<file path="src/include/drac_decode_macros.svh">
// Width macros shared by the decode stage package and RTL
// RV64I only, so XLEN is fixed at 64 and compressed forms are not supported
// Instruction length is the uncompressed 32-bit encoding
// Register addresses cover the 32 integer registers, no FP file

`ifndef DRAC_DECODE_MACROS_SVH
`define DRAC_DECODE_MACROS_SVH

// Data path width, also the width of pc and of the sign-extended immediate
`define DRAC_XLEN 64

// Fetched instruction word width
`define DRAC_ILEN 32

// Integer register index width (x0..x31)
`define DRAC_REG_ADDR_W 5

// The instruction_t union and the decoded record in drac_pkg are sized from
// these three values. Changing ILEN alone breaks the union views, which are
// laid out for the 32-bit base encoding.
// XLEN below 32 is not meaningful for the immediate generator, since the U
// immediate already occupies bits 31:12.
// REG_ADDR_W must stay 5 while the union views place rs1, rs2 and rd at
// their base ISA bit positions.

`endif

</file>
<file path="src/design/drac_pkg.sv">
// Types for the RV64I decode stage
// Only the base integer opcodes are listed; anything else decodes as illegal
// instruction_t is the one word viewed in the standard R/I/S/B/U/J layouts
// The CSR func3 set holds only the immediate forms the generator needs

`default_nettype none

`include "drac_decode_macros.svh"

package drac_pkg;

    // Major opcodes, instruction bits 6:0
    typedef enum logic [6:0] {
        OP_LUI     = 7'b0110111,
        OP_AUIPC   = 7'b0010111,
        OP_JAL     = 7'b1101111,
        OP_JALR    = 7'b1100111,
        OP_BRANCH  = 7'b1100011,
        OP_LOAD    = 7'b0000011,
        OP_STORE   = 7'b0100011,
        OP_ALU_I   = 7'b0010011,
        OP_ALU_I_W = 7'b0011011,
        OP_ALU     = 7'b0110011,
        OP_ALU_W   = 7'b0111011,
        OP_SYSTEM  = 7'b1110011
    } opcode_e;

    // CSR forms with a 5-bit zero-extended immediate in the rs1 slot
    localparam logic [2:0] F3_CSRRWI = 3'b101;
    localparam logic [2:0] F3_CSRRSI = 3'b110;
    localparam logic [2:0] F3_CSRRCI = 3'b111;

    typedef union packed {
        struct packed {
            logic [6:0]                  func7;
            logic [`DRAC_REG_ADDR_W-1:0] rs2;
            logic [`DRAC_REG_ADDR_W-1:0] rs1;
            logic [2:0]                  func3;
            logic [`DRAC_REG_ADDR_W-1:0] rd;
            opcode_e                     opcode;
        } common;                                     // R-type layout
        struct packed {
            logic [11:0]                 imm;         // imm[11:0]
            logic [`DRAC_REG_ADDR_W-1:0] rs1;
            logic [2:0]                  func3;
            logic [`DRAC_REG_ADDR_W-1:0] rd;
            opcode_e                     opcode;
        } itype;
        struct packed {
            logic [6:0]                  imm5;        // imm[11:5]
            logic [`DRAC_REG_ADDR_W-1:0] rs2;
            logic [`DRAC_REG_ADDR_W-1:0] rs1;
            logic [2:0]                  func3;
            logic [4:0]                  imm0;        // imm[4:0]
            opcode_e                     opcode;
        } stype;
        struct packed {
            logic                        imm12;       // imm[12], sign
            logic [5:0]                  imm5;        // imm[10:5]
            logic [`DRAC_REG_ADDR_W-1:0] rs2;
            logic [`DRAC_REG_ADDR_W-1:0] rs1;
            logic [2:0]                  func3;
            logic [3:0]                  imm1;        // imm[4:1]
            logic                        imm11;       // imm[11]
            opcode_e                     opcode;
        } btype;
        struct packed {
            logic [19:0]                 imm;         // imm[31:12]
            logic [`DRAC_REG_ADDR_W-1:0] rd;
            opcode_e                     opcode;
        } utype;
        struct packed {
            logic                        imm20;       // imm[20], sign
            logic [9:0]                  imm1;        // imm[10:1]
            logic                        imm11;       // imm[11]
            logic [7:0]                  imm12;       // imm[19:12]
            logic [`DRAC_REG_ADDR_W-1:0] rd;
            opcode_e                     opcode;
        } jtype;
    } instruction_t;

    typedef enum logic [3:0] {
        CLS_ALU, CLS_ALU_IMM, CLS_LOAD, CLS_STORE, CLS_BRANCH,
        CLS_JAL, CLS_JALR, CLS_LUI, CLS_AUIPC, CLS_CSR,
        CLS_CSR_IMM, CLS_SYSTEM, CLS_ILLEGAL
    } instr_class_e;

    typedef struct packed {
        logic [`DRAC_XLEN-1:0] pc;
        instruction_t          instr;
    } fetch_item_t;                                   // 96 bits

    typedef struct packed {
        logic [`DRAC_XLEN-1:0]       pc;
        instr_class_e                cls;
        logic [`DRAC_REG_ADDR_W-1:0] rd;
        logic [`DRAC_REG_ADDR_W-1:0] rs1;
        logic [`DRAC_REG_ADDR_W-1:0] rs2;
        logic [2:0]                  func3;
        logic [`DRAC_XLEN-1:0]       imm;
    } decoded_instr_t;                                // 150 bits

endpackage

`default_nettype wire

</file>
<file path="src/design/decode_stage.sv">
// Decode stage top level for a small in-order RV64I core
// Both four-phase ports must share clk_i, there are no synchronizers
// Holds at most two instructions, one in fetch_rx and one in decode_tx
// Empty-stage latency is two edges from req sampled high to dec_req_o high
// Records leave in arrival order

`default_nettype none

module decode_stage
    import drac_pkg::*;
(
    input  logic           clk_i,
    input  logic           rst_n_i,
    input  logic           fetch_req_i,
    input  fetch_item_t    fetch_item_i,
    output logic           fetch_ack_o,
    output logic           dec_req_o,
    input  logic           dec_ack_i,
    output decoded_instr_t dec_o
);

    fetch_item_t    buf_item;                         // Buffered fetch word and pc
    logic           buf_valid;
    logic           buf_ready;
    decoded_instr_t dec_comb;                         // Decoder output, combinational

    fetch_rx u_fetch_rx (
        .clk_i        (clk_i),
        .rst_n_i      (rst_n_i),
        .fetch_req_i  (fetch_req_i),
        .fetch_item_i (fetch_item_i),
        .fetch_ack_o  (fetch_ack_o),
        .buf_item_o   (buf_item),
        .buf_valid_o  (buf_valid),
        .buf_ready_i  (buf_ready)
    );

    instr_decoder u_instr_decoder (
        .item_i (buf_item),
        .dec_o  (dec_comb)
    );

    decode_tx u_decode_tx (
        .clk_i       (clk_i),
        .rst_n_i     (rst_n_i),
        .dec_i       (dec_comb),
        .buf_valid_i (buf_valid),
        .buf_ready_o (buf_ready),
        .dec_req_o   (dec_req_o),
        .dec_ack_i   (dec_ack_i),
        .dec_o       (dec_o)
    );

endmodule

`default_nettype wire

</file>
<file path="src/design/decode_tx.sv">
// Output side of the decode stage, one-entry buffer and four-phase sender
// dec_ack_i is sampled directly, so the consumer must be in the clk_i domain
// The buffer accepts a new record only after the full req/ack cycle ends,
// so at most one record is offered at a time

`default_nettype none

module decode_tx
    import drac_pkg::*;
(
    input  logic           clk_i,
    input  logic           rst_n_i,
    input  decoded_instr_t dec_i,
    input  logic           buf_valid_i,
    output logic           buf_ready_o,
    output logic           dec_req_o,
    input  logic           dec_ack_i,
    output decoded_instr_t dec_o
);

    typedef enum logic [1:0] {
        TX_IDLE,                                      // Buffer empty, ready high
        TX_REQ,                                       // Req high, waiting for ack
        TX_WAIT                                       // Req dropped, waiting for ack low
    } tx_state_e;

    tx_state_e      state_q;
    decoded_instr_t dec_q;                            // Payload, no reset
    logic           xfer;

    assign buf_ready_o = (state_q == TX_IDLE);
    assign xfer        = buf_valid_i && buf_ready_o;

    always_ff @(posedge clk_i or negedge rst_n_i) begin
        if (!rst_n_i) begin
            state_q <= TX_IDLE;
        end else begin
            case (state_q)
                TX_IDLE: begin
                    if (xfer) begin
                        state_q <= TX_REQ;            // Req rises after the transfer edge
                    end
                end
                TX_REQ: begin
                    if (dec_ack_i) begin
                        state_q <= TX_WAIT;           // Phase 3
                    end
                end
                TX_WAIT: begin
                    if (!dec_ack_i) begin
                        state_q <= TX_IDLE;           // Phase 4 done, buffer free
                    end
                end
                default: state_q <= TX_IDLE;
            endcase
        end
    end

    always_ff @(posedge clk_i) begin
        if (xfer) begin
            dec_q <= dec_i;
        end
    end

    assign dec_req_o = (state_q == TX_REQ);
    assign dec_o     = dec_q;

    // Data must hold from req rise through the ack
    dec_stable: assert property (@(posedge clk_i) disable iff (!rst_n_i)
        dec_req_o |=> $stable(dec_o));

endmodule

`default_nettype wire

</file>
<file path="src/design/fetch_rx.sv">
// Input side of the decode stage, four-phase receiver with a one-entry buffer
// fetch_req_i is sampled directly, so the producer must be in the clk_i domain
// While the buffer is full the ack is held off, which stalls the producer
// Internal side is a plain valid/ready, transfer on an edge with both high

`default_nettype none

module fetch_rx
    import drac_pkg::*;
(
    input  logic        clk_i,
    input  logic        rst_n_i,
    input  logic        fetch_req_i,
    input  fetch_item_t fetch_item_i,
    output logic        fetch_ack_o,
    output fetch_item_t buf_item_o,
    output logic        buf_valid_o,
    input  logic        buf_ready_i
);

    typedef enum logic {
        RX_IDLE,                                      // Ack low, waiting for req
        RX_ACK                                        // Ack high until req drops
    } rx_state_e;

    rx_state_e   state_q;
    fetch_item_t item_q;                              // Payload, no reset
    logic        valid_q;
    logic        capture;
    logic        xfer;

    assign capture = (state_q == RX_IDLE) && fetch_req_i && !valid_q; // Only when empty
    assign xfer    = valid_q && buf_ready_i;          // Handoff to decode_tx

    always_ff @(posedge clk_i or negedge rst_n_i) begin
        if (!rst_n_i) begin
            state_q <= RX_IDLE;
            valid_q <= 1'b0;
        end else begin
            if (capture) begin
                state_q <= RX_ACK;                    // Ack goes out after capture
            end else if ((state_q == RX_ACK) && !fetch_req_i) begin
                state_q <= RX_IDLE;                   // Phase 4, release ack
            end
            if (capture) begin
                valid_q <= 1'b1;
            end else if (xfer) begin
                valid_q <= 1'b0;
            end
        end
    end

    always_ff @(posedge clk_i) begin
        if (capture) begin
            item_q <= fetch_item_i;
        end
    end

    assign fetch_ack_o = (state_q == RX_ACK);
    assign buf_item_o  = item_q;
    assign buf_valid_o = valid_q;

    // A new ack needs a request, so ack never rises against a low req
    ack_needs_req: assert property (@(posedge clk_i) disable iff (!rst_n_i)
        !fetch_ack_o && !fetch_req_i |=> !fetch_ack_o);

endmodule

`default_nettype wire

</file>
<file path="src/design/immediate.sv">
// Immediate generator for RV64I, purely combinational
// I, S, B, U and J immediates are sign-extended from instruction bit 31 to XLEN
// CSRRWI, CSRRSI and CSRRCI return rs1 zero-extended as the CSR immediate
// Register-register, unknown opcodes and other SYSTEM func3 values give zero

`default_nettype none

`include "drac_decode_macros.svh"

module immediate
    import drac_pkg::*;
(
    input  instruction_t          instr_i,
    output logic [`DRAC_XLEN-1:0] imm_o
);

    logic                  sign;
    logic [`DRAC_XLEN-1:0] imm_itype;
    logic [`DRAC_XLEN-1:0] imm_stype;
    logic [`DRAC_XLEN-1:0] imm_btype;
    logic [`DRAC_XLEN-1:0] imm_utype;
    logic [`DRAC_XLEN-1:0] imm_jtype;
    logic [`DRAC_XLEN-1:0] imm_csr;

    assign sign = instr_i[`DRAC_ILEN-1];              // Bit 31 in every signed form

    assign imm_itype = {{(`DRAC_XLEN-12){sign}}, instr_i.itype.imm};
    assign imm_stype = {{(`DRAC_XLEN-12){sign}}, instr_i.stype.imm5, instr_i.stype.imm0};

    // 13-bit offset, so 51 copies of the sign on a 64-bit core
    assign imm_btype = {{(`DRAC_XLEN-13){sign}},
                        instr_i.btype.imm12,
                        instr_i.btype.imm11,
                        instr_i.btype.imm5,
                        instr_i.btype.imm1,
                        1'b0};

    assign imm_utype = {{(`DRAC_XLEN-32){sign}}, instr_i.utype.imm, 12'b0};

    // 21-bit offset, 43 sign copies
    assign imm_jtype = {{(`DRAC_XLEN-21){sign}},
                        instr_i.jtype.imm20,
                        instr_i.jtype.imm12,
                        instr_i.jtype.imm11,
                        instr_i.jtype.imm1,
                        1'b0};

    // uimm in the rs1 slot, never sign-extended
    assign imm_csr = {{(`DRAC_XLEN-`DRAC_REG_ADDR_W){1'b0}}, instr_i.common.rs1};

    always_comb begin
        case (instr_i.common.opcode)
            OP_LUI,
            OP_AUIPC: begin
                imm_o = imm_utype;
            end
            OP_JAL: begin
                imm_o = imm_jtype;
            end
            OP_JALR,
            OP_LOAD,
            OP_ALU_I,
            OP_ALU_I_W: begin
                imm_o = imm_itype;
            end
            OP_BRANCH:  imm_o = imm_btype;
            OP_STORE:   imm_o = imm_stype;
            OP_SYSTEM: begin
                case (instr_i.itype.func3)
                    F3_CSRRWI,
                    F3_CSRRSI,
                    F3_CSRRCI: imm_o = imm_csr;
                    default:   imm_o = '0;            // CSR reg forms, func3 0 and 4
                endcase
            end
            default: imm_o = '0;                      // R-type and unknown opcodes
        endcase
    end

endmodule

`default_nettype wire

</file>
<file path="src/design/instr_decoder.sv">
// Field split and class decode for one fetched instruction, zero latency
// Only RV64I base opcodes are recognised, all others are CLS_ILLEGAL
// SYSTEM func3 0 is treated as illegal, func3 4 maps to CLS_SYSTEM
// rd, rs1, rs2 and func3 are copied from their fixed positions for every class,
// so consumers must ignore the fields a class does not use

`default_nettype none

`include "drac_decode_macros.svh"

module instr_decoder
    import drac_pkg::*;
(
    input  fetch_item_t    item_i,
    output decoded_instr_t dec_o
);

    instruction_t          instr;
    logic [2:0]            func3;
    instr_class_e          cls;
    logic [`DRAC_XLEN-1:0] imm;

    assign instr = item_i.instr;
    assign func3 = instr.common.func3;

    immediate u_immediate (
        .instr_i (instr),
        .imm_o   (imm)
    );

    // Opcode to class, SYSTEM split further on func3
    always_comb begin
        case (instr.common.opcode)
            OP_LUI:     cls = CLS_LUI;
            OP_AUIPC:   cls = CLS_AUIPC;
            OP_JAL:     cls = CLS_JAL;
            OP_JALR:    cls = CLS_JALR;
            OP_BRANCH:  cls = CLS_BRANCH;
            OP_LOAD:    cls = CLS_LOAD;
            OP_STORE:   cls = CLS_STORE;
            OP_ALU_I,
            OP_ALU_I_W: cls = CLS_ALU_IMM;
            OP_ALU,
            OP_ALU_W:   cls = CLS_ALU;                // Word ops share the ALU class
            OP_SYSTEM: begin
                case (func3)
                    3'b000:    cls = CLS_ILLEGAL;     // No ECALL/EBREAK support here
                    3'b100:    cls = CLS_SYSTEM;
                    F3_CSRRWI,
                    F3_CSRRSI,
                    F3_CSRRCI: cls = CLS_CSR_IMM;
                    default:   cls = CLS_CSR;         // CSRRW, CSRRS, CSRRC
                endcase
            end
            default:    cls = CLS_ILLEGAL;
        endcase
    end

    always_comb begin
        dec_o       = '0;
        dec_o.pc    = item_i.pc;
        dec_o.cls   = cls;
        dec_o.rd    = instr.common.rd;
        dec_o.rs1   = instr.common.rs1;
        dec_o.rs2   = instr.common.rs2;
        dec_o.func3 = func3;
        dec_o.imm   = imm;                            // Generator already zeroes illegal words
    end

    // Class decode and immediate select must agree on what is illegal
    always_comb begin
        ill_imm_zero: assert #0 (cls != CLS_ILLEGAL || imm == '0)
            else $error("illegal instruction with nonzero immediate");
    end

    // Register-register forms never carry an immediate
    always_comb begin
        alu_imm_zero: assert #0 (cls != CLS_ALU || imm == '0)
            else $error("register-register instruction with nonzero immediate");
    end

endmodule

`default_nettype wire

</file>
<file path="config.mk">
export PLATFORM = sky130hd
export DESIGN_NAME = decode_stage
export DESIGN_NICKNAME = d
export VERILOG_FILES = /design/src/design/drac_pkg.sv /design/src/design/decode_stage.sv /design/src/design/decode_tx.sv /design/src/design/fetch_rx.sv /design/src/design/immediate.sv /design/src/design/instr_decoder.sv
export VERILOG_INCLUDE_DIRS = /design/src /design/src/include
export SDC_FILE = /design/constraint.sdc
export NUM_CORES = 1
export LEC_CHECK = 0
export BUFFER_PORTS_ARGS = -buffer_cell sky130_fd_sc_hd__buf_4
export CORE_MARGIN = 10
export CORE_UTILIZATION = 30
export CTS_BUF_LIST = sky130_fd_sc_hd__clkbuf_4 sky130_fd_sc_hd__clkbuf_8
export DETAILED_ROUTE_END_ITERATION = 7
export PLACE_DENSITY_LB_ADDON = 0.2
export SETUP_SLACK_MARGIN = 0.4
export SYNTH_ARGS = -nofsm -noshare
export SYNTH_HDL_FRONTEND = slang
export SYNTH_SLANG_ARGS = --single-unit
export TNS_END_PERCENT = 5
</file>
<file path="constraint.sdc">
create_clock -name clk_i -period 26.8 [get_ports clk_i]
set_clock_uncertainty 0.05 [all_clocks]
set_input_delay 5.36 -clock clk_i [delete_from_list [all_inputs] [get_ports clk_i]]
set_output_delay 5.36 -clock clk_i [all_outputs]
set_load 0.02 [all_outputs]
</file>
# --- After elaboration in Yosys (flattened, before gate mapping) ---
# Index checks and enable logic that the tools add are counted.
word_totals:
  regBits: 250
  input_bits: 100
  out_inout_bits: 152
  word_cells: 62
op_classes:
  n_eq_ne: 21
  muxes: 12
  n_bitwise: 1
  n_reduce_logical: 16
ops:
  columns: ["cell", "n"]
  rows:
  - ["$pmux 64 s6", 1]
  - ["$pmux 4 s10", 1]
  - ["$eq 7x6->1 const B", 4]
  - ["$eq 7x7->1 const B", 4]
  - ["$eq 7x5->1 const B", 3]
  - ["$eq 3x3->1 const B", 4]
  - ["$pmux 3 s3", 1]
  - ["$eq 7x2->1 const B", 1]
  - ["$mux 2", 3]
  - ["$pmux 2 s3", 1]
  - ["$reduce_or 2->1", 3]
  - ["$mux 5", 1]
  - ["$logic_and 1x1->1", 4]
  - ["$mux 1", 4]
  - ["$ne 2x2->1 const B", 2]
  - ["$reduce_bool 2->1", 2]
  - ["$reduce_or 4->1", 1]
  - ["$logic_not 3->1", 1]
  - ["$reduce_and 3->1", 1]
  - ["$reduce_or 3->1", 1]
  - ["$eq 2x1->1 const B", 1]
  - ["$eq 2x2->1 const B", 1]
  - ["$logic_not 1->1", 2]
  - ["$logic_not 2->1", 1]
  - ["other kinds (2)", 2]

# --- Longest topological paths before layout ---
depth:
  depth_word: 4
  ltp_mapped: 7
  ltp_nobuf: 4

# --- By module ---
# From an unflattened synthesis, not the netlist that was laid out.
unflattened:
  cells_unflattened: 497
  area_unflattened_um2: 9287.7
by_module_without_submodules:
  columns: ["module", "instances", "cells_per_inst", "area_per_inst_um2", "seq_area_each_um2"]
  rows:
  - ["decode_tx", 1, 159, 4596.9, 4554.4]
  - ["fetch_rx", 1, 103, 2967.8, 2932.8]
  - ["immediate", 1, 118, 884.6, 0.0]
  - ["instr_decoder", 1, 117, 838.3, 0.0]

# --- Least setup slack after synthesis ---
# Ideal clock, no wire load.
synth_timing:
  kind: "in2reg"
  from: "in fetch_req_i"
  to: "reg u_fetch_rx.item_q, in the netlist u_fetch_rx.buf_item_o[0] (enable)"
  setup_ns: 0.688
  t_arrival_ns: 12.253
  required_time_ns: 26.062
  path_slack_ns: 13.809
  stages: 1
  path_buffers: 0
  path_cell_list: "nor3b_1"
synth_between:
  elab_chain_len: 2
synth_lines:
  columns: ["element", "line", "source"]
  rows:
  - ["start: declaration", "decode_stage.sv:14", "input logic fetch_req_i,"]
  - ["$logic_and 1x1->1 (2 in series)", "fetch_rx.sv:32", "assign capture = (state_q == RX_IDLE) && fetch_req_i && !valid_q;"]
  - ["end signal: assignment", "fetch_rx.sv:55", "item_q <= fetch_item_i;"]
  - ["end: declaration", "fetch_rx.sv:27", "fetch_item_t item_q;"]
# Every way passes these cells.
# A chain may end at the register's enable or synchronous reset.

==> flow_metrics.env <==
export IMPL_worstMarginPinSlew_ps=1130
export IMPL_synth_area_um2=7620
export IMPL_drc_errors=0
export IMPL_muxShareOfSynthArea=0.00131
export IMPL_ir_worst_vdd_v=0.0000688
export IMPL_track_usage=0.112
export IMPL_hpwl_mm=13.6
export IMPL_grt_util_met3=0.0824
export IMPL_min_period_ps=7110
export IMPL_slowest_stage="edfxtp_1"
export IMPL_cp_max_fo=33
export IMPL_synth_edf_count=214
export IMPL_slew_headroom=0.240
export IMPL_fin_setup_tns_ps=0
export IMPL_pre_cts_slack_ps=19500
export IMPL_coreArea_um2=25100
export IMPL_p_clk_frac=0.252
export IMPL_required_ps=21390
export IMPL_h_tree_depth=2
export IMPL_setup_ws_ps=19690
export IMPL_drt_initial_drc_count=200
export IMPL_die_area_um2=32200
export IMPL_post_drt_wl_per_cell_um=18.9
export IMPL_clk_pin_slew_worst_paths_ps=60
export IMPL_wl_mm=18.9
export IMPL_cp_arrival_ps=1700
export IMPL_cts_made_buffers=38
export IMPL_port_buffer_count=251
export IMPL_gp_congestion=0.810
export IMPL_end_kind="output pin"
export IMPL_swShare=0.324
export IMPL_grt_pass1_vias=4734
export IMPL_grt_busiest_layer="met2"
export IMPL_grt_setup_unrepaired="no"
export IMPL_gr_usage_met2=0.177
export IMPL_postSynthAreaPerCell_um2=19.4
export IMPL_status="finished, final reports clean"
export IMPL_maxCapViolCount=0
export IMPL_cts_tree="done"
export IMPL_cp_top_family="flip-flops"
export IMPL_ant_nets=0
export IMPL_synth_seq_cells=218
export IMPL_yosys_warnings=0
export IMPL_power_internal_uw=767
export IMPL_clk_insertion_delay_late_ps=520
export IMPL_holdBufCountCts=0
export IMPL_report_final_hold_viol_count=0
export IMPL_post_cts_resized=0
export IMPL_fin_crit_sh=0.265
export IMPL_ys_seq_area_frac=0.856
export IMPL_grt_met1_usage=0.113
export IMPL_clockBufferDepth=3
export IMPL_start_kind="register"
export IMPL_synthCells=392
export IMPL_num_nets_final=746
export IMPL_grt_pass1_wl_mm=27.4
export IMPL_dieHeight_um=179
export IMPL_cp_buffers_inverters=1
export IMPL_viasPerCell=4.29
export IMPL_synthAdderAreaFrac=0
export IMPL_slew_viol_final=0
export IMPL_critical_path_max_stage_delay_ps=900
export IMPL_synthSimpleGateAreaFrac=0.0599
export IMPL_area_growth_pct=35.9
export IMPL_first_pass_iters=4
export IMPL_hold_class="register to register"
export IMPL_fp_dieW_um=179
export IMPL_seqPwrFrac=0.470
export IMPL_syn_nets=492
export IMPL_grt_max_degree=74
export IMPL_clockRootBuffer="clkbuf_8"
export IMPL_drive_gt1_frac=0.490
export IMPL_num_antenna_cells=0
export IMPL_p_leak_uw=0.00404
export IMPL_post_synth_num_cell_types=41
export IMPL_power_density_nw_per_um2=110
export IMPL_post_cts_buffers=0
export IMPL_cts_sinks=218
export IMPL_antenna_found_initial=0
export IMPL_max_freq_ghz=0.141
export IMPL_p_comb_frac=0.278
export IMPL_initial_utilization=0.304
export IMPL_async_reset_ff_frac=0.0183
export IMPL_grt_overflow_total=0
export IMPL_synth_flop_cell="edfxtp_1"
export IMPL_io_pins=252
export IMPL_rows=58
export IMPL_synth_top_family_by_area="simple AND/OR/NAND/NOR gates"
export IMPL_setup_viol=0
export IMPL_synth_compound_area_frac=0.0407
export IMPL_switching_power_uw=367
export IMPL_vias=4277
export IMPL_critPathKind="register to output pin"
export IMPL_synth_xor_area_share=0
export IMPL_worstPathCellList="buf_4"
## layer usage
| layer | up-vias | routed length (um) |
|---|---|---|
| met3 | 37 | 3310 |
| li1 | 1975 | - |
| met2 | 249 | 8860 |
| met1 | 2016 | 6270 |
| met4 | 0 | 434 |
| met5 | - | 0 |
## synth_stat cells (all sizes together), types with 4 or more instances
library cell | count | share of area
nor2b | 4 | 0.0033
a21o | 8 | 0.0079
nor3 | 6 | 0.0039
a21oi | 10 | 0.0066
nor2 | 13 | 0.0074
inv | 4 | 0.0020
and3 | 4 | 0.0033
a221o | 5 | 0.0066
nand2b | 5 | 0.0041
dfrtp | 4 | 0.013
buf | 40 | 0.039
edfxtp | 214 | 0.84
o21ai | 4 | 0.0026
nand2 | 38 | 0.022
## power by group through the flow
stage | logic (uW) | clock network, uW | registers, uW
global placement | 322 | 0 | 538
global route | 338 | 314 | 545
finish | 315 | 286 | 533
detailed placement | 324 | 0 | 541
floorplan | 104 | 0 | 639
CTS | 324 | 298 | 536
## layout make-up
| cell class | count | area, um2 |
|---|---|---|
| clock buffers | 48 | 604 |
| clock inverters | 14 | 96.3 |
| fillers | 2283 | 14800 |
| inverters | 4 | 15.0 |
| multi-input cells | 129 | 787 |
| flip-flops and latches | 218 | 6530 |
| well taps | 330 | 413 |
| repair buffers | 255 | 1910 |
## flip-flops by register name, summed over array words and instances, names as in the netlist
signal                  flops
u_decode_tx.dec_o         118
u_decode_tx.state_q         2
u_fetch_rx.buf_item_o      96
u_fetch_rx.buf_valid_o      1
u_fetch_rx.fetch_ack_o      1
## final timing paths
| path | start | end | slack [ps] | cells after the start |
|---|---|---|---|---|
| setup / recovery | u_decode_tx.dec_o[62]$_DFFE_PP_ | dec_o[55] | 19690 | 1 |
| hold / removal | u_fetch_rx.buf_item_o[67]$_DFFE_PP_ | u_decode_tx.dec_o[121]$_DFFE_PP_ | 360 | 0 |
| setup reg to reg | u_fetch_rx.buf_item_o[4]$_DFFE_PP_ | u_decode_tx.dec_o[23]$_DFFE_PP_ | 24420 | 4 |
| hold reg to reg | u_fetch_rx.buf_item_o[67]$_DFFE_PP_ | u_decode_tx.dec_o[121]$_DFFE_PP_ | 360 | 0 |
| max in group asynchronous | rst_n_i | u_decode_tx.state_q[0]$_DFFE_PN0P_ | 22030 | 1 |
| min in group asynchronous | rst_n_i | u_fetch_rx.fetch_ack_o$_DFFE_PN0P_ | 4580 | 1 |
## kinds of logic after synthesis
logic type	after synthesis
buf+inv	45
mux	1
simple gates	86
flops	218
compound gates	42
## cells in the final DEF, fill, tap and decap left out, types with 3 or more instances in the layout
master | netlist | final
buf_4 | 32 | 255
edfxtp_1 | 214 | 214
clkbuf_8 | 0 | 39
nand2_1 | 28 | 28
nor2_1 | 12 | 12
a21oi_1 | 10 | 10
nand2_2 | 10 | 10
clkbuf_4 | 0 | 9
a21o_1 | 8 | 8
clkinv_1 | 0 | 7
nor3_1 | 6 | 6
nand2b_1 | 5 | 5
a221o_1 | 5 | 5
nor2b_1 | 4 | 4
and3_1 | 4 | 4
inv_1 | 4 | 4
dfrtp_1 | 4 | 4
and2_1 | 3 | 3
o21ai_0 | 3 | 3
clkinv_2 | 0 | 3
## metrics by stage
stage	area (um2)	power (uW)	utilization	hold slack [ps]	instances
final	10400	1130	0.412	364	998
after global routing	10400	1200	0.412	363	998
after CTS	10400	1160	0.412	364	998
after detailed placement	9660	865	0.385	355	936
after global placement	9660	860	0.385	350	936
after floorplan	7620	743	-	350	392
No activity file was read; power rests on OpenSTA's default activity.
